--- src/logic/rx_trn_pkg.sv ---
package rx_trn_pkg;

  // ------------------------------------------------------------
  // TRN bus vectors
  // ------------------------------------------------------------
  typedef logic [127:0] trn_data_t;     // Dword 0 in bits 127:96
  typedef logic [63:0]  trn_half_t;
  typedef logic [1:0]   trn_rem_t;      // 11 = 4 DW ... 00 = 1 DW

  // TLP header fields
  typedef logic [9:0]   tlp_len_t;      // 0 encodes 1024 DW
  typedef logic [6:0]   tlp_fmt_type_t; // Bit 5 4DW header, bit 6 has data
  typedef logic [10:0]  dw_count_t;

  typedef enum logic [1:0] {
    ST_IDLE     = 2'b00,
    ST_SHIFT    = 2'b01,
    ST_THROTTLE = 2'b10
  } destraddle_state_e;

  // ------------------------------------------------------------
  // Dword count helpers
  // ------------------------------------------------------------
  localparam dw_count_t DW_PER_BEAT  = 11'd4;
  localparam dw_count_t HDR_DW_SHORT = 11'd3;
  localparam dw_count_t HDR_DW_LONG  = 11'd4;
  localparam dw_count_t LEN_MAX_DW   = 11'd1024; // Length field of zero

  // Error flag positions
  localparam int ERR_FWD  = 2;
  localparam int ERR_ECRC = 1;
  localparam int ERR_DSC  = 0;

endpackage

--- src/logic/rx_destraddler.sv ---
`timescale 1ns/1ns

module rx_destraddler #(
  parameter int bar_width = 8
) (
  input  logic                      com_iclk,
  input  logic                      com_sysrst,

  // Link side
  input  rx_trn_pkg::trn_data_t     trn_rd_i,
  input  logic                      trn_rsof_i,
  input  logic                      trn_reof_i,
  input  rx_trn_pkg::trn_rem_t      trn_rrem_i,
  input  logic                      trn_rsrc_rdy_i,
  input  logic                      trn_rsrc_dsc_i,
  input  logic                      trn_rerrfwd_i,
  input  logic                      trn_recrc_err_i,
  input  logic [bar_width-1:0]      trn_rbar_hit_i,
  output logic                      trn_rdst_rdy_o,

  // Realigned side
  input  logic                      user_dst_rdy_i,
  output rx_trn_pkg::trn_data_t     trn_rd_o,
  output logic                      trn_rsof_o,
  output logic                      trn_reof_o,
  output rx_trn_pkg::trn_rem_t      trn_rrem_o,
  output logic                      trn_rsrc_rdy_o,
  output logic                      trn_rsrc_dsc_o,
  output logic                      trn_rerrfwd_o,
  output logic                      trn_recrc_err_o,
  output logic [bar_width-1:0]      trn_rbar_hit_o
);

  rx_trn_pkg::destraddle_state_e state_q;

  // Held copy of the trailing half-beat and its side-band
  rx_trn_pkg::trn_half_t half_q;
  logic                  sof_q;
  logic                  rrem0_q;
  logic                  errfwd_q;
  logic                  ecrc_q;
  logic [bar_width-1:0]  bar_q;

  logic acc;        // Link beat accepted
  logic ends_upper; // Packet ends within bits 127:64

  assign trn_rdst_rdy_o = user_dst_rdy_i && (state_q != rx_trn_pkg::ST_THROTTLE);
  assign acc            = trn_rsrc_rdy_i && trn_rdst_rdy_o;
  assign ends_upper     = trn_reof_i && !trn_rrem_i[1];

  // ------------------------------------------------------------
  // Half-beat storage
  // ------------------------------------------------------------
  always_ff @(posedge com_iclk) begin
    if (acc) begin
      half_q   <= trn_rd_i[63:0];
      sof_q    <= trn_rsof_i;     // Set when a packet starts at bit 63
      rrem0_q  <= trn_rrem_i[0];
      errfwd_q <= trn_rerrfwd_i;
      ecrc_q   <= trn_recrc_err_i;
      bar_q    <= trn_rbar_hit_i;
    end
  end

  // ------------------------------------------------------------
  // State machine
  // ------------------------------------------------------------
  always_ff @(posedge com_iclk) begin
    if (com_sysrst) begin
      state_q <= rx_trn_pkg::ST_IDLE;
    end else if (trn_rsrc_dsc_i) begin
      state_q <= rx_trn_pkg::ST_IDLE; // Discontinue drops any shift
    end else begin
      case (state_q)
        rx_trn_pkg::ST_IDLE: begin
          // Unaligned start, alone or straddled behind an aligned tail
          if (acc && trn_rsof_i && !trn_rrem_i[1])
            state_q <= rx_trn_pkg::ST_SHIFT;
        end
        rx_trn_pkg::ST_SHIFT: begin
          if (acc && trn_reof_i) begin
            if (!ends_upper)
              state_q <= rx_trn_pkg::ST_THROTTLE; // Tail spills into lower half
            else if (!trn_rsof_i)
              state_q <= rx_trn_pkg::ST_IDLE;
          end
        end
        default: begin
          if (user_dst_rdy_i)
            state_q <= rx_trn_pkg::ST_IDLE;
        end
      endcase
    end
  end

  // ------------------------------------------------------------
  // Realigned outputs
  // ------------------------------------------------------------
  always_comb begin
    trn_rd_o        = trn_rd_i;
    trn_rsof_o      = trn_rsof_i;
    trn_reof_o      = trn_reof_i;
    trn_rrem_o      = trn_rrem_i;
    trn_rsrc_rdy_o  = trn_rsrc_rdy_i;
    trn_rsrc_dsc_o  = trn_rsrc_dsc_i;
    trn_rerrfwd_o   = trn_rerrfwd_i;
    trn_recrc_err_o = trn_recrc_err_i;
    trn_rbar_hit_o  = trn_rbar_hit_i;

    case (state_q)
      rx_trn_pkg::ST_IDLE: begin
        if (trn_rsof_i && !trn_rrem_i[1]) begin
          if (trn_reof_i) begin
            // Only the aligned tail of the straddle leaves now
            trn_rd_o   = {trn_rd_i[127:64], rx_trn_pkg::trn_half_t'('0)};
            trn_rsof_o = 1'b0;
          end else begin
            trn_rsrc_rdy_o = 1'b0; // Start at bit 63, hold back one beat
            trn_rsof_o     = 1'b0;
          end
        end
      end

      rx_trn_pkg::ST_SHIFT: begin
        // Stored half on top, live upper half below
        trn_rd_o       = {half_q, trn_rd_i[127:64]};
        trn_rsof_o     = sof_q;
        trn_rbar_hit_o = bar_q;
        if (ends_upper) begin
          trn_reof_o = 1'b1;
          trn_rrem_o = {1'b1, trn_rrem_i[0]};
        end else begin
          trn_reof_o = 1'b0; // Either mid-packet or tail still stored
          trn_rrem_o = 2'b11;
        end
      end

      default: begin
        // Flush the stored tail alone
        trn_rd_o        = {half_q, rx_trn_pkg::trn_half_t'('0)};
        trn_rsof_o      = 1'b0;
        trn_reof_o      = 1'b1;
        trn_rrem_o      = {1'b0, rrem0_q};
        trn_rsrc_rdy_o  = 1'b1;
        trn_rerrfwd_o   = errfwd_q;
        trn_recrc_err_o = ecrc_q;
        trn_rbar_hit_o  = bar_q;
      end
    endcase
  end

  // ------------------------------------------------------------
  // Assertions
  // ------------------------------------------------------------
  a_throttle_one_cycle: assert property (@(posedge com_iclk) disable iff (com_sysrst)
    (state_q == rx_trn_pkg::ST_THROTTLE && user_dst_rdy_i)
      |=> state_q != rx_trn_pkg::ST_THROTTLE);

  a_no_ready_under_backpressure: assert property (@(posedge com_iclk)
    disable iff (com_sysrst) !user_dst_rdy_i |-> !trn_rdst_rdy_o);

endmodule

--- src/logic/rx_tlp_header_decode.sv ---
`timescale 1ns/1ns

module rx_tlp_header_decode #(
  parameter int bar_width = 8
) (
  input  logic                          com_iclk,
  input  logic                          com_sysrst,
  input  rx_trn_pkg::trn_data_t         trn_rd_i,
  input  logic                          trn_rsof_i,
  input  logic                          trn_rsrc_rdy_i,
  input  logic                          user_dst_rdy_i,
  input  logic [bar_width-1:0]          trn_rbar_hit_i,
  output rx_trn_pkg::tlp_fmt_type_t     hdr_fmt_type_o,
  output rx_trn_pkg::tlp_len_t          hdr_len_o,
  output logic [bar_width-1:0]          hdr_bar_o
);

  logic sof_xfer;

  // Header dword 0 sits in 127:96 on every realigned sof beat
  assign sof_xfer = trn_rsof_i && trn_rsrc_rdy_i && user_dst_rdy_i;

  // ------------------------------------------------------------
  // Header capture
  // ------------------------------------------------------------
  always_ff @(posedge com_iclk) begin
    if (com_sysrst) begin
      hdr_fmt_type_o <= '0;
      hdr_len_o      <= '0;
      hdr_bar_o      <= '0;
    end else if (sof_xfer) begin
      hdr_fmt_type_o <= trn_rd_i[126:120]; // Fmt and type
      hdr_len_o      <= trn_rd_i[105:96];  // Length in dwords
      hdr_bar_o      <= trn_rbar_hit_i;
    end
  end

endmodule

--- src/logic/rx_tlp_status_track.sv ---
`timescale 1ns/1ns

module rx_tlp_status_track (
  input  logic                      com_iclk,
  input  logic                      com_sysrst,
  input  logic                      trn_rsof_i,
  input  logic                      trn_reof_i,
  input  rx_trn_pkg::trn_rem_t      trn_rrem_i,
  input  logic                      trn_rsrc_rdy_i,
  input  logic                      trn_rsrc_dsc_i,
  input  logic                      user_dst_rdy_i,
  input  logic                      trn_rerrfwd_i,
  input  logic                      trn_recrc_err_i,
  output rx_trn_pkg::dw_count_t     sts_dw_count_o,
  output logic [2:0]                sts_err_o,
  output logic                      sts_done_o
);

  logic                  xfer;
  logic                  dsc_evt;
  logic                  open_q;    // Packet in flight
  rx_trn_pkg::dw_count_t beat_dw;
  logic [2:0]            err_new;

  assign xfer    = trn_rsrc_rdy_i && user_dst_rdy_i;
  assign dsc_evt = trn_rsrc_dsc_i && open_q;
  assign beat_dw = trn_reof_i ? rx_trn_pkg::dw_count_t'(trn_rrem_i) + 11'd1
                              : rx_trn_pkg::DW_PER_BEAT;

  always_comb begin
    err_new                       = '0;
    err_new[rx_trn_pkg::ERR_FWD]  = xfer && trn_rerrfwd_i;
    err_new[rx_trn_pkg::ERR_ECRC] = xfer && trn_recrc_err_i;
    err_new[rx_trn_pkg::ERR_DSC]  = dsc_evt;
  end

  // ------------------------------------------------------------
  // Per-TLP counters
  // ------------------------------------------------------------
  always_ff @(posedge com_iclk) begin
    if (com_sysrst) begin
      open_q         <= 1'b0;
      sts_done_o     <= 1'b0;
      sts_dw_count_o <= '0;
      sts_err_o      <= '0;
    end else begin
      sts_done_o <= (xfer && trn_reof_i) || dsc_evt;
      if (xfer && trn_rsof_i) begin
        open_q         <= !trn_reof_i;
        sts_dw_count_o <= beat_dw;     // Fresh packet
        sts_err_o      <= err_new;
      end else if (xfer && open_q) begin
        open_q         <= !trn_reof_i && !dsc_evt;
        sts_dw_count_o <= sts_dw_count_o + beat_dw;
        sts_err_o      <= sts_err_o | err_new;
      end else if (dsc_evt) begin
        open_q    <= 1'b0;
        sts_err_o <= sts_err_o | err_new;
      end else if (sts_done_o) begin
        sts_dw_count_o <= '0;          // Cleared once reported
        sts_err_o      <= '0;
      end
    end
  end

  a_eof_needs_open: assert property (@(posedge com_iclk) disable iff (com_sysrst)
    (xfer && trn_reof_i && !trn_rsof_i) |-> open_q);

endmodule

--- src/logic/rx_tlp_report.sv ---
`timescale 1ns/1ns

module rx_tlp_report #(
  parameter int bar_width = 8
) (
  input  logic                          com_iclk,
  input  logic                          com_sysrst,
  input  rx_trn_pkg::tlp_fmt_type_t     hdr_fmt_type_i,
  input  rx_trn_pkg::tlp_len_t          hdr_len_i,
  input  logic [bar_width-1:0]          hdr_bar_i,
  input  rx_trn_pkg::dw_count_t         sts_dw_count_i,
  input  logic [2:0]                    sts_err_i,
  input  logic                          sts_done_i,
  output logic                          rpt_valid_o,
  output rx_trn_pkg::tlp_fmt_type_t     rpt_fmt_type_o,
  output rx_trn_pkg::tlp_len_t          rpt_len_o,
  output logic [bar_width-1:0]          rpt_bar_o,
  output rx_trn_pkg::dw_count_t         rpt_dw_count_o,
  output logic [2:0]                    rpt_err_o,
  output logic                          rpt_len_mismatch_o
);

  rx_trn_pkg::dw_count_t hdr_dw;
  rx_trn_pkg::dw_count_t data_dw;
  rx_trn_pkg::dw_count_t exp_dw;

  // Expected total from the header
  assign hdr_dw  = hdr_fmt_type_i[5] ? rx_trn_pkg::HDR_DW_LONG : rx_trn_pkg::HDR_DW_SHORT;
  assign data_dw = !hdr_fmt_type_i[6]  ? '0 :
                   (hdr_len_i == '0)   ? rx_trn_pkg::LEN_MAX_DW :
                                         rx_trn_pkg::dw_count_t'(hdr_len_i);
  assign exp_dw  = hdr_dw + data_dw;

  always_ff @(posedge com_iclk) begin
    if (com_sysrst)
      rpt_valid_o <= 1'b0;
    else
      rpt_valid_o <= sts_done_i;
  end

  // Record holds until the next done pulse
  always_ff @(posedge com_iclk) begin
    if (sts_done_i) begin
      rpt_fmt_type_o     <= hdr_fmt_type_i;
      rpt_len_o          <= hdr_len_i;
      rpt_bar_o          <= hdr_bar_i;
      rpt_dw_count_o     <= sts_dw_count_i;
      rpt_err_o          <= sts_err_i;
      rpt_len_mismatch_o <= !sts_err_i[rx_trn_pkg::ERR_DSC] && (exp_dw != sts_dw_count_i);
    end
  end

endmodule

--- src/logic/rx_destraddle_top.sv ---
`timescale 1ns/1ns

module rx_destraddle_top #(
  parameter int bar_width = 8
) (
  input  logic                          com_iclk,
  input  logic                          com_sysrst,

  // ------------------------------------------------------------
  // Link side
  // ------------------------------------------------------------
  input  rx_trn_pkg::trn_data_t         trn_rd_i,
  input  logic                          trn_rsof_i,
  input  logic                          trn_reof_i,
  input  rx_trn_pkg::trn_rem_t          trn_rrem_i,
  input  logic                          trn_rsrc_rdy_i,
  input  logic                          trn_rsrc_dsc_i,
  input  logic                          trn_rerrfwd_i,
  input  logic                          trn_recrc_err_i,
  input  logic [bar_width-1:0]          trn_rbar_hit_i,
  output logic                          trn_rdst_rdy_o,

  // ------------------------------------------------------------
  // User side
  // ------------------------------------------------------------
  input  logic                          user_dst_rdy_i,
  output rx_trn_pkg::trn_data_t         trn_rd_o,
  output logic                          trn_rsof_o,
  output logic                          trn_reof_o,
  output rx_trn_pkg::trn_rem_t          trn_rrem_o,
  output logic                          trn_rsrc_rdy_o,
  output logic                          trn_rsrc_dsc_o,
  output logic                          trn_rerrfwd_o,
  output logic                          trn_recrc_err_o,
  output logic [bar_width-1:0]          trn_rbar_hit_o,

  // Per-TLP report
  output logic                          rpt_valid_o,
  output rx_trn_pkg::tlp_fmt_type_t     rpt_fmt_type_o,
  output rx_trn_pkg::tlp_len_t          rpt_len_o,
  output logic [bar_width-1:0]          rpt_bar_o,
  output rx_trn_pkg::dw_count_t         rpt_dw_count_o,
  output logic [2:0]                    rpt_err_o,
  output logic                          rpt_len_mismatch_o
);

  rx_trn_pkg::tlp_fmt_type_t hdr_fmt_type;
  rx_trn_pkg::tlp_len_t      hdr_len;
  logic [bar_width-1:0]      hdr_bar;
  rx_trn_pkg::dw_count_t     sts_dw_count;
  logic [2:0]                sts_err_flags; // Errfwd, ECRC, discontinue
  logic                      sts_done;

  rx_destraddler #(.bar_width(bar_width)) u_destraddler (
    .com_iclk        (com_iclk),
    .com_sysrst      (com_sysrst),
    .trn_rd_i        (trn_rd_i),
    .trn_rsof_i      (trn_rsof_i),
    .trn_reof_i      (trn_reof_i),
    .trn_rrem_i      (trn_rrem_i),
    .trn_rsrc_rdy_i  (trn_rsrc_rdy_i),
    .trn_rsrc_dsc_i  (trn_rsrc_dsc_i),
    .trn_rerrfwd_i   (trn_rerrfwd_i),
    .trn_recrc_err_i (trn_recrc_err_i),
    .trn_rbar_hit_i  (trn_rbar_hit_i),
    .trn_rdst_rdy_o  (trn_rdst_rdy_o),
    .user_dst_rdy_i  (user_dst_rdy_i),
    .trn_rd_o        (trn_rd_o),
    .trn_rsof_o      (trn_rsof_o),
    .trn_reof_o      (trn_reof_o),
    .trn_rrem_o      (trn_rrem_o),
    .trn_rsrc_rdy_o  (trn_rsrc_rdy_o),
    .trn_rsrc_dsc_o  (trn_rsrc_dsc_o),
    .trn_rerrfwd_o   (trn_rerrfwd_o),
    .trn_recrc_err_o (trn_recrc_err_o),
    .trn_rbar_hit_o  (trn_rbar_hit_o)
  );

  // Both side blocks watch the realigned stream
  rx_tlp_header_decode #(.bar_width(bar_width)) u_header_decode (
    .com_iclk       (com_iclk),
    .com_sysrst     (com_sysrst),
    .trn_rd_i       (trn_rd_o),
    .trn_rsof_i     (trn_rsof_o),
    .trn_rsrc_rdy_i (trn_rsrc_rdy_o),
    .user_dst_rdy_i (user_dst_rdy_i),
    .trn_rbar_hit_i (trn_rbar_hit_o),
    .hdr_fmt_type_o (hdr_fmt_type),
    .hdr_len_o      (hdr_len),
    .hdr_bar_o      (hdr_bar)
  );

  rx_tlp_status_track u_status_track (
    .com_iclk        (com_iclk),
    .com_sysrst      (com_sysrst),
    .trn_rsof_i      (trn_rsof_o),
    .trn_reof_i      (trn_reof_o),
    .trn_rrem_i      (trn_rrem_o),
    .trn_rsrc_rdy_i  (trn_rsrc_rdy_o),
    .trn_rsrc_dsc_i  (trn_rsrc_dsc_o),
    .user_dst_rdy_i  (user_dst_rdy_i),
    .trn_rerrfwd_i   (trn_rerrfwd_o),
    .trn_recrc_err_i (trn_recrc_err_o),
    .sts_dw_count_o  (sts_dw_count),
    .sts_err_o       (sts_err_flags),
    .sts_done_o      (sts_done)
  );

  rx_tlp_report #(.bar_width(bar_width)) u_report (
    .com_iclk           (com_iclk),
    .com_sysrst         (com_sysrst),
    .hdr_fmt_type_i     (hdr_fmt_type),
    .hdr_len_i          (hdr_len),
    .hdr_bar_i          (hdr_bar),
    .sts_dw_count_i     (sts_dw_count),
    .sts_err_i          (sts_err_flags),
    .sts_done_i         (sts_done),
    .rpt_valid_o        (rpt_valid_o),
    .rpt_fmt_type_o     (rpt_fmt_type_o),
    .rpt_len_o          (rpt_len_o),
    .rpt_bar_o          (rpt_bar_o),
    .rpt_dw_count_o     (rpt_dw_count_o),
    .rpt_err_o          (rpt_err_o),
    .rpt_len_mismatch_o (rpt_len_mismatch_o)
  );

endmodule

--- config.mk ---
export PLATFORM = sky130hd
export DESIGN_NAME = rx_destraddle_top
export DESIGN_NICKNAME = d
export VERILOG_FILES = /design/src/logic/rx_trn_pkg.sv /design/src/logic/rx_destraddler.sv /design/src/logic/rx_tlp_header_decode.sv /design/src/logic/rx_tlp_status_track.sv /design/src/logic/rx_tlp_report.sv /design/src/logic/rx_destraddle_top.sv
export SDC_FILE = /design/constraint.sdc
export NUM_CORES = 1
export LEC_CHECK = 0
export ABC_AREA = 1
export BUFFER_PORTS_ARGS = -buffer_cell sky130_fd_sc_hd__buf_2
export CAP_MARGIN = 30
export CORE_MARGIN = 10
export CORE_UTILIZATION = 48
export DETAILED_ROUTE_END_ITERATION = 8
export PLACE_DENSITY = 0.85
export SETUP_SLACK_MARGIN = 0.15
export SLEW_MARGIN = 20
export SYNTH_ARGS = -nofsm -noshare
export SYNTH_HDL_FRONTEND = slang
export SYNTH_SLANG_ARGS = --single-unit
export TNS_END_PERCENT = 5
--- constraint.sdc ---
create_clock -name com_iclk -period 2.8 [get_ports com_iclk]
set_input_delay 0.14 -clock com_iclk [delete_from_list [all_inputs] [get_ports com_iclk]]
set_output_delay 0.14 -clock com_iclk [all_outputs]
set_load 0.01 [all_outputs]
==> results of run 1 <==
==> cell usage in the layout, fill, tap and decap left out, types with 4 or more instances in the layout <==
| cell type | count |
|---|---|
| o21ai_0 | 91 |
| a31oi_1 | 4 |
| clkbuf_16 | 17 |
| xor2_1 | 8 |
| nor2_1 | 22 |
| o21ai_1 | 9 |
| buf_4 | 14 |
| dlygate4sd3_1 | 76 |
| a32o_1 | 22 |
| inv_1 | 83 |
| inv_2 | 5 |
| nand2_1 | 247 |
| or2_2 | 4 |
| nor2_2 | 4 |
| dfxtp_1 | 42 |
| inv_6 | 4 |
| nor3_1 | 7 |
| nand3_1 | 87 |
| a21oi_1 | 43 |
| nand4_1 | 4 |
| ha_1 | 6 |
| buf_2 | 332 |
| edfxtp_1 | 116 |
==> worst min-delay path by stage <==
stage                               end         startpoint  slack [ns]  depth (start not counted)
6_report       u_destraddler.state_q[1]     trn_rsrc_dsc_i        0.05                          3
4_1_cts        u_destraddler.state_q[1]     trn_rsrc_dsc_i        0.04                          3
3_3_place_gp    u_destraddler.half_q[1]        trn_rd_i[1]        0.33                          1
5_1_grt        u_destraddler.state_q[1]     trn_rsrc_dsc_i        0.06                          3
3_5_place_dp   u_destraddler.half_q[52]       trn_rd_i[52]        0.33                          1
2_1_floorplan    u_destraddler.bar_q[0]  trn_rbar_hit_i[0]        0.24                          0
==> sequential cells by signal, summed over array words and instances (netlist names), 7 cells and up <==
signal                          count
u_destraddler.half_q               64
u_report.rpt_dw_count_o            11
u_status_track.sts_dw_count_o      11
u_header_decode.hdr_len_o          10
u_report.rpt_len_o                 10
u_destraddler.bar_q                 8
u_header_decode.hdr_bar_o           8
u_report.rpt_bar_o                  8
u_header_decode.hdr_fmt_type_o      7
u_report.rpt_fmt_type_o             7
==> power by group through the flow <==
stage	Clock, W	Combinational, W	Sequential [W]
6_report	0.00223	0.000812	0.00264
5_1_grt	0.00234	0.000869	0.00265
4_1_cts	0.00225	0.000784	0.00264
3_5_place_dp	0	0.000696	0.00269
3_3_place_gp	0	0.000685	0.00269
2_1_floorplan	0	0.000316	0.00269
==> area by class of cell <==
class | count | area (um^2)
Antenna cell | 1 | 2.50
Clock buffer | 18 | 429
Clock inverter | 14 | 130
Fill cell | 1162 | 4930
Inverter | 90 | 348
Multi-Input combinational cell | 577 | 2900
Sequential cell | 160 | 4370
Tap cell | 216 | 270
Timing Repair Buffer | 424 | 2570
==> routing by layer <==
layer	up-vias	share of wire	global-route usage
met5	-	0	0
met4	0	0.045	0.125
met3	97	0.11	0.0836
met2	639	0.49	0.452
met1	3798	0.36	0.304
li1	3768	-	-
==> timing repair <==
| item | in CTS | in global routing |
|---|---|---|
| hold buffers | 76 | 0 |
| hold endpoints to repair | 76 | 0 |
| gates resized for setup | 1 | 5 |
| endpoints found under the setup margin | 18 | 15 |
==> worst min-delay path, stage by stage <==
cell,delay [ns]
buf_2,0.12
nor2_1,0.07
o21a_1,0.10
==> through the flow <==
stage / instances / total power, W / hold WS (ns) / utilization
5_1_grt: 1500 / 0.00586 / 0.0562 / 0.691
6_report: 1500 / 0.00569 / 0.0550 / 0.691
3_5_place_dp: 1391 / 0.00339 / 0.334 / 0.606
3_3_place_gp: 1390 / 0.00337 / 0.332 / 0.605
2_1_floorplan: 876 / 0.00301 / 0.239 / -
4_1_cts: 1499 / 0.00567 / 0.0361 / 0.689
==> cell families (layout without fill, tap and decap cells) <==
kind of cell,after synthesis,count (layout),synth area share
other cells,0,1,0
compound gates,175,175,0.130
flops,160,160,0.558
buf+inv,139,546,0.0738
xor+xnor,8,8,0.00896
fa+ha+maj,9,9,0.0163
simple gates,385,385,0.213
==> results.py, run 1 <==
metrics = {
    "power": {
        "power.internal_w": 0.00419,
        "p_switching_w": 0.00149,
        "combPwrFrac": 0.143,
        "power.leakage_nw": 4.94,
        "clkPwrFrac": 0.392,
        "swShare": 0.262,
        "ir_worst_vdd_mv": 0.393,
        "seqPwrFrac": 0.465,
        "power_density_nw_per_um2": 516,
    },
    "critical_path": {
        "crit_top_cell": "nand2_1",
        "crit_family": "simple AND/OR/NAND/NOR gates",
        "critPathLaunch": "u_destraddler.state_q[0]",
        "max_stage_delay_ns": 0.35,
        "cp.required_ns": 3.12,
        "slowest_stage": "dfxtp_1",
        "crit_end": "u_status_track.sts_dw_count_o[10]",
        "start_kind": "flop",
        "path_class": "reg2reg",
        "cp.depth": 16,
        "reg2reg_depth": 16,
        "critPathMaxFanout": 4,
        "crit_buf_inv": 1,
        "end_kind": "flop",
        "reg2reg_from": "u_destraddler.state_q[0]",
        "cp_data_arrival_time_ns": 2.82,
        "r2r-end": "u_status_track.sts_dw_count_o[10]",
        "cp_cell_sequence": "inv_2, nor2_8, nand2_1, nand3_1, ha_1, or2_2, ha_4, nand3_1, nand2_1, nand2_1, nor2_1, nand3_1, nor2_1, nand2_1, nand2_1, a21oi_1",
        "r2r_slack_ns": 0.30,
    },
    "min_path": {
        "hold_class": "in2reg",
    },
    "synth": {
        "synth-edff-count": 116,
        "syn_inst": 876,
        "seq_area_frac_synth": 0.558,
        "synth_area_leader_cell": "edfxtp_1",
        "yosys_warnings": 0,
        "ys_seq_elements": 160,
        "yosysUniqueCellTypes": 38,
        "synth_area_leaders": "edfxtp_1 45%, nand2_1 12%, dfxtp_1 11%",
        "netlist.area_leader.share": 0.445,
        "synth_fp_nets": 1032,
        "synth.avg_cell_area_um2": 8.93,
        "synth_ff_type": "edfxtp_1",
        "yosysMostFrequentCell": "nand2_1",
        "ys_top_cells_by_count": "247 x nand2_1, 116 x edfxtp_1, 91 x o21ai_0",
        "synthArstFlopShare": 0,
        "synth_area_um2": 7820,
    },
    "die": {
        "die_area_um2": 21800,
        "coreArea_um2": 15900,
        "rows": 46,
        "fp.dieW_um": 148,
        "pin_count": 333,
        "start_util": 0.491,
        "die_y_um": 148,
    },
    "detailed_routing": {
        "drt-initial-drc-count": 888,
        "drc": 0,
        "vias": 8302,
        "drtAntennaViolNets": 0,
        "firstDrtPassIters": 6,
        "routedWlPerCell_um": 20.3,
        "drt_wl_total_um": 30400,
        "routed_via_density": 5.53,
    },
    "cts": {
        "htreeDepth": 4,
        "cts_buffers": 17,
        "cts_setup_buffers": 0,
        "clk_pin_slew_ns": 0.06,
        "clock_sinks": 160,
        "cts_tree": "yes",
        "clkLatencyLatePin_ns": 0.43,
        "clockRootBuffer": "clkbuf_16",
        "cts_buffer_depth": 2,
    },
    "grt": {
        "grt_pass1_wl_um": 46100,
        "antenna_found_initial": 1,
        "grt_pass1_vias": 8177,
        "track_usage": 0.268,
        "grt.overflow.total": 0,
        "grt_max_degree": 47,
    },
    "final_layout": {
        "stdcell_area_um2": 11000,
        "area_growth_pct": 40.9,
        "finalNetCount": 1426,
        "drive_gt1_frac": 0.315,
    },
    "timing": {
        "slew_headroom": 0.553,
        "timing_hold_violations_final": 0,
        "finalMaxSlewViolations": 0,
        "worst_pin_slew_ns": 0.664,
        "rsz0062_at_grt": "true",
        "setup_viol_count_final": 0,
        "fmax_mhz": 400,
        "setup_ws_ns": 0.301,
        "finalClockSkew_ns": 0.00975,
        "fin_crit_ns": 2.50,
        "tns_ns": 0,
        "period_share": 0.892,
    },
    "placed_design": {
        "place_ws_ns": 0.247,
        "gp_congestion": 1.00,
        "port_buffers": 332,
        "place_area_um2": 9660,
        "place_hpwl_um": 21800,
    },
    "flow_run": {
        "cap_viol_max_count": 0,
    },
    "outcome": {
        "status": "finished, final reports clean",
    },
}
Power figures use the tool's default switching activity.
==> run 2: changes to the inputs <==
--- a/config.mk
+++ b/config.mk
@@ -6,12 +6,12 @@
 export NUM_CORES = 1
 export LEC_CHECK = 0
 export ABC_AREA = 1
-export BUFFER_PORTS_ARGS = -buffer_cell sky130_fd_sc_hd__buf_2
 export CAP_MARGIN = 30
 export CORE_MARGIN = 10
-export CORE_UTILIZATION = 48
+export CORE_UTILIZATION = 40
 export DETAILED_ROUTE_END_ITERATION = 8
-export PLACE_DENSITY = 0.85
+export DONT_BUFFER_PORTS = 1
+export PLACE_DENSITY = 0.59
 export SETUP_SLACK_MARGIN = 0.15
 export SLEW_MARGIN = 20
 export SYNTH_ARGS = -nofsm -noshare
==> constraint.sdc (replaced) <==
create_clock -name com_iclk -period 3.16 [get_ports com_iclk]
set_input_delay 0.158 -clock com_iclk [delete_from_list [all_inputs] [get_ports com_iclk]]
set_output_delay 0.158 -clock com_iclk [all_outputs]
set_load 0.01 [all_outputs]
==> run 2 against run 1 <==
  * Sequential power down 11%
  * Critical path type is now reg2out
  * Utilization is 20 points lower
  * Via count shrank 20%
  * Count of clock-buffer cells in the layout unchanged
  * Critical path depth shrank 11
  * Power is 15% lower
  * Non-clock buffer count down 320
  * Worst setup slack better by 0.19 ns
  * Combinational power shrank 40%
  * Clock skew rose by 0.0037 ns
==> results.py, run 2 (synthesis results as in run 1) <==
metrics = {
    "final_layout": {
        "n_antenna_cell": 0,
        "max_flop_register": "u_destraddler.half_q",
        "area_growth_pct": 22.0,
        "mostFrequentLayoutCell": "nand2_1",
        "top_regs": "u_destraddler.half_q (64), u_report.rpt_dw_count_o (11), u_status_track.sts_dw_count_o (11)",
        "largest_reg_flops": 64,
        "drive_gt1_frac": 0.0830,
        "mostFrequentLayoutCells": "247 x nand2_1, 116 x edfxtp_1, 91 x o21ai_0",
        "stdcell_area_um2": 9540,
        "finalNetCount": 1107,
    },
    "detailed_routing": {
        "met3WireLength_um": 2770,
        "drt-initial-drc-count": 455,
        "drt_wl_total_um": 27500,
        "firstDrtPassIters": 5,
        "drtAntennaViolNets": 0,
        "wl_met2_um": 13400,
        "drc": 0,
        "vias": 6671,
        "routed_via_density": 5.43,
        "routedWlPerCell_um": 22.4,
        "top_layer": "met4",
        "route.layer.met1.wl_um": 10400,
    },
    "min_path": {
        "hold_class": "in2reg",
    },
    "grt": {
        "grt_pass1_vias": 6661,
        "grt_pass1_wl_um": 41400,
        "track_usage": 0.208,
        "grt.overflow.total": 0,
        "grt_max_degree": 56,
        "antenna_found_initial": 0,
    },
    "die": {
        "die_y_um": 160,
        "die_area_um2": 25500,
        "pin_count": 333,
        "fp.dieW_um": 160,
        "coreArea_um2": 19300,
        "rows": 51,
        "start_util": 0.404,
    },
    "timing": {
        "timing_hold_violations_final": 0,
        "worst_pin_slew_ns": 0.859,
        "fin_crit_ns": 2.67,
        "rsz0062_at_grt": "false",
        "setup_viol_count_final": 0,
        "fmax_mhz": 374,
        "worst_hold_slack_ns": 0.0454,
        "tns_ns": 0,
        "finalClockSkew_ns": 0.0134,
        "finalMaxSlewViolations": 0,
        "period_share": 0.846,
        "setup_ws_ns": 0.487,
        "slew_headroom": 0.422,
    },
    "placed_design": {
        "place_area_um2": 8130,
        "place_hpwl_um": 19900,
        "place_ws_ns": 0.397,
        "gp_congestion": 0.865,
        "port_buffers": 0,
    },
    "power": {
        "swShare": 0.267,
        "combPwrFrac": 0.100,
        "clkPwrFrac": 0.416,
        "ir_worst_vdd_mv": 0.357,
        "power_density_nw_per_um2": 509,
        "p_switching_w": 0.00129,
        "power_w": 0.00485,
        "power.internal_w": 0.00356,
        "seqPwrFrac": 0.484,
        "power.leakage_nw": 3.68,
    },
    "cts": {
        "cts_buffer_depth": 2,
        "clockRootBuffer": "clkbuf_16",
        "clk_pin_slew_ns": 0.07,
        "cts_buffers": 17,
        "clock_sinks": 160,
        "clkLatencyLatePin_ns": 0.43,
        "cts_setup_buffers": 0,
        "htreeDepth": 4,
        "cts_tree": "yes",
    },
    "flow_run": {
        "cap_viol_max_count": 0,
    },
    "critical_path": {
        "cp_data_arrival_time_ns": 2.51,
        "cp.required_ns": 3.00,
        "start_kind": "flop",
        "end_kind": "primary output",
        "path_class": "reg2out",
        "critPathMaxFanout": 55,
    },
    "outcome": {
        "status": "finished, final reports clean",
    },
}
==> run 2: area by class of cell <==
cell class | count | area, um^2
Tap cell | 265 | 332
Fill cell | 1764 | 9790
Timing Repair Buffer | 104 | 1030
Clock buffer | 18 | 439
Sequential cell | 160 | 4370
Multi-Input combinational cell | 578 | 2890
Inverter | 90 | 342
Clock inverter | 14 | 139
==> run 2: path summary, 6_finish.rpt <==
path	startpoint	end	slack [ns]	depth (start not counted)
setup / recovery	u_destraddler.state_q[1]	trn_rd_o[44]	0.49	5
hold / removal	user_dst_rdy_i	u_status_track.sts_done_o	0.05	4
setup reg to reg	u_destraddler.state_q[0]	u_status_track.sts_dw_count_o[10]	0.50	16
hold reg to reg	u_header_decode.hdr_bar_o[4]	u_report.rpt_bar_o[4]	0.44	0
==> run 2: what timing repair did <==
item                                   in CTS  in global routing
hold buffers                               81                  0
gates resized for setup                     0                  1
endpoints found under the hold margin     109                  0
setup endpoints to repair                   0                  3
==> run 2: routing by layer <==
metal | GRT usage | vias up
met5 | 0 | -
met4 | 0.0801 | 0
met3 | 0.0864 | 50
met2 | 0.345 | 328
met1 | 0.235 | 3157
li1 | - | 3136
==> run 2: power by group through the flow <==
stage	clock [W]	sequential, W	combinational [W]
floorplan	0	0.00239	0.000280
global placement	0	0.00239	0.000391
detailed placement	0	0.00239	0.000396
CTS	0.00206	0.00235	0.000492
global route	0.00216	0.00235	0.000529
finish	0.00202	0.00235	0.000487
==> run 2: critical path, cell delays in order (launching register included) <==
cell     delay, ns
dfxtp_2       0.42
nor2_4        0.13
buf_4         0.40
buf_4         0.59
nand3_1       0.14
o21ai_0       0.37
==> run 2: per-stage QoR <==
| step | cells | util |
|---|---|---|
| 2_1_floorplan | 876 | - |
| 3_3_place_gp | 1114 | 0.419 |
| 3_5_place_dp | 1115 | 0.420 |
| 4_1_cts | 1228 | 0.493 |
| 5_1_grt | 1229 | 0.493 |
| 6_report | 1229 | 0.493 |
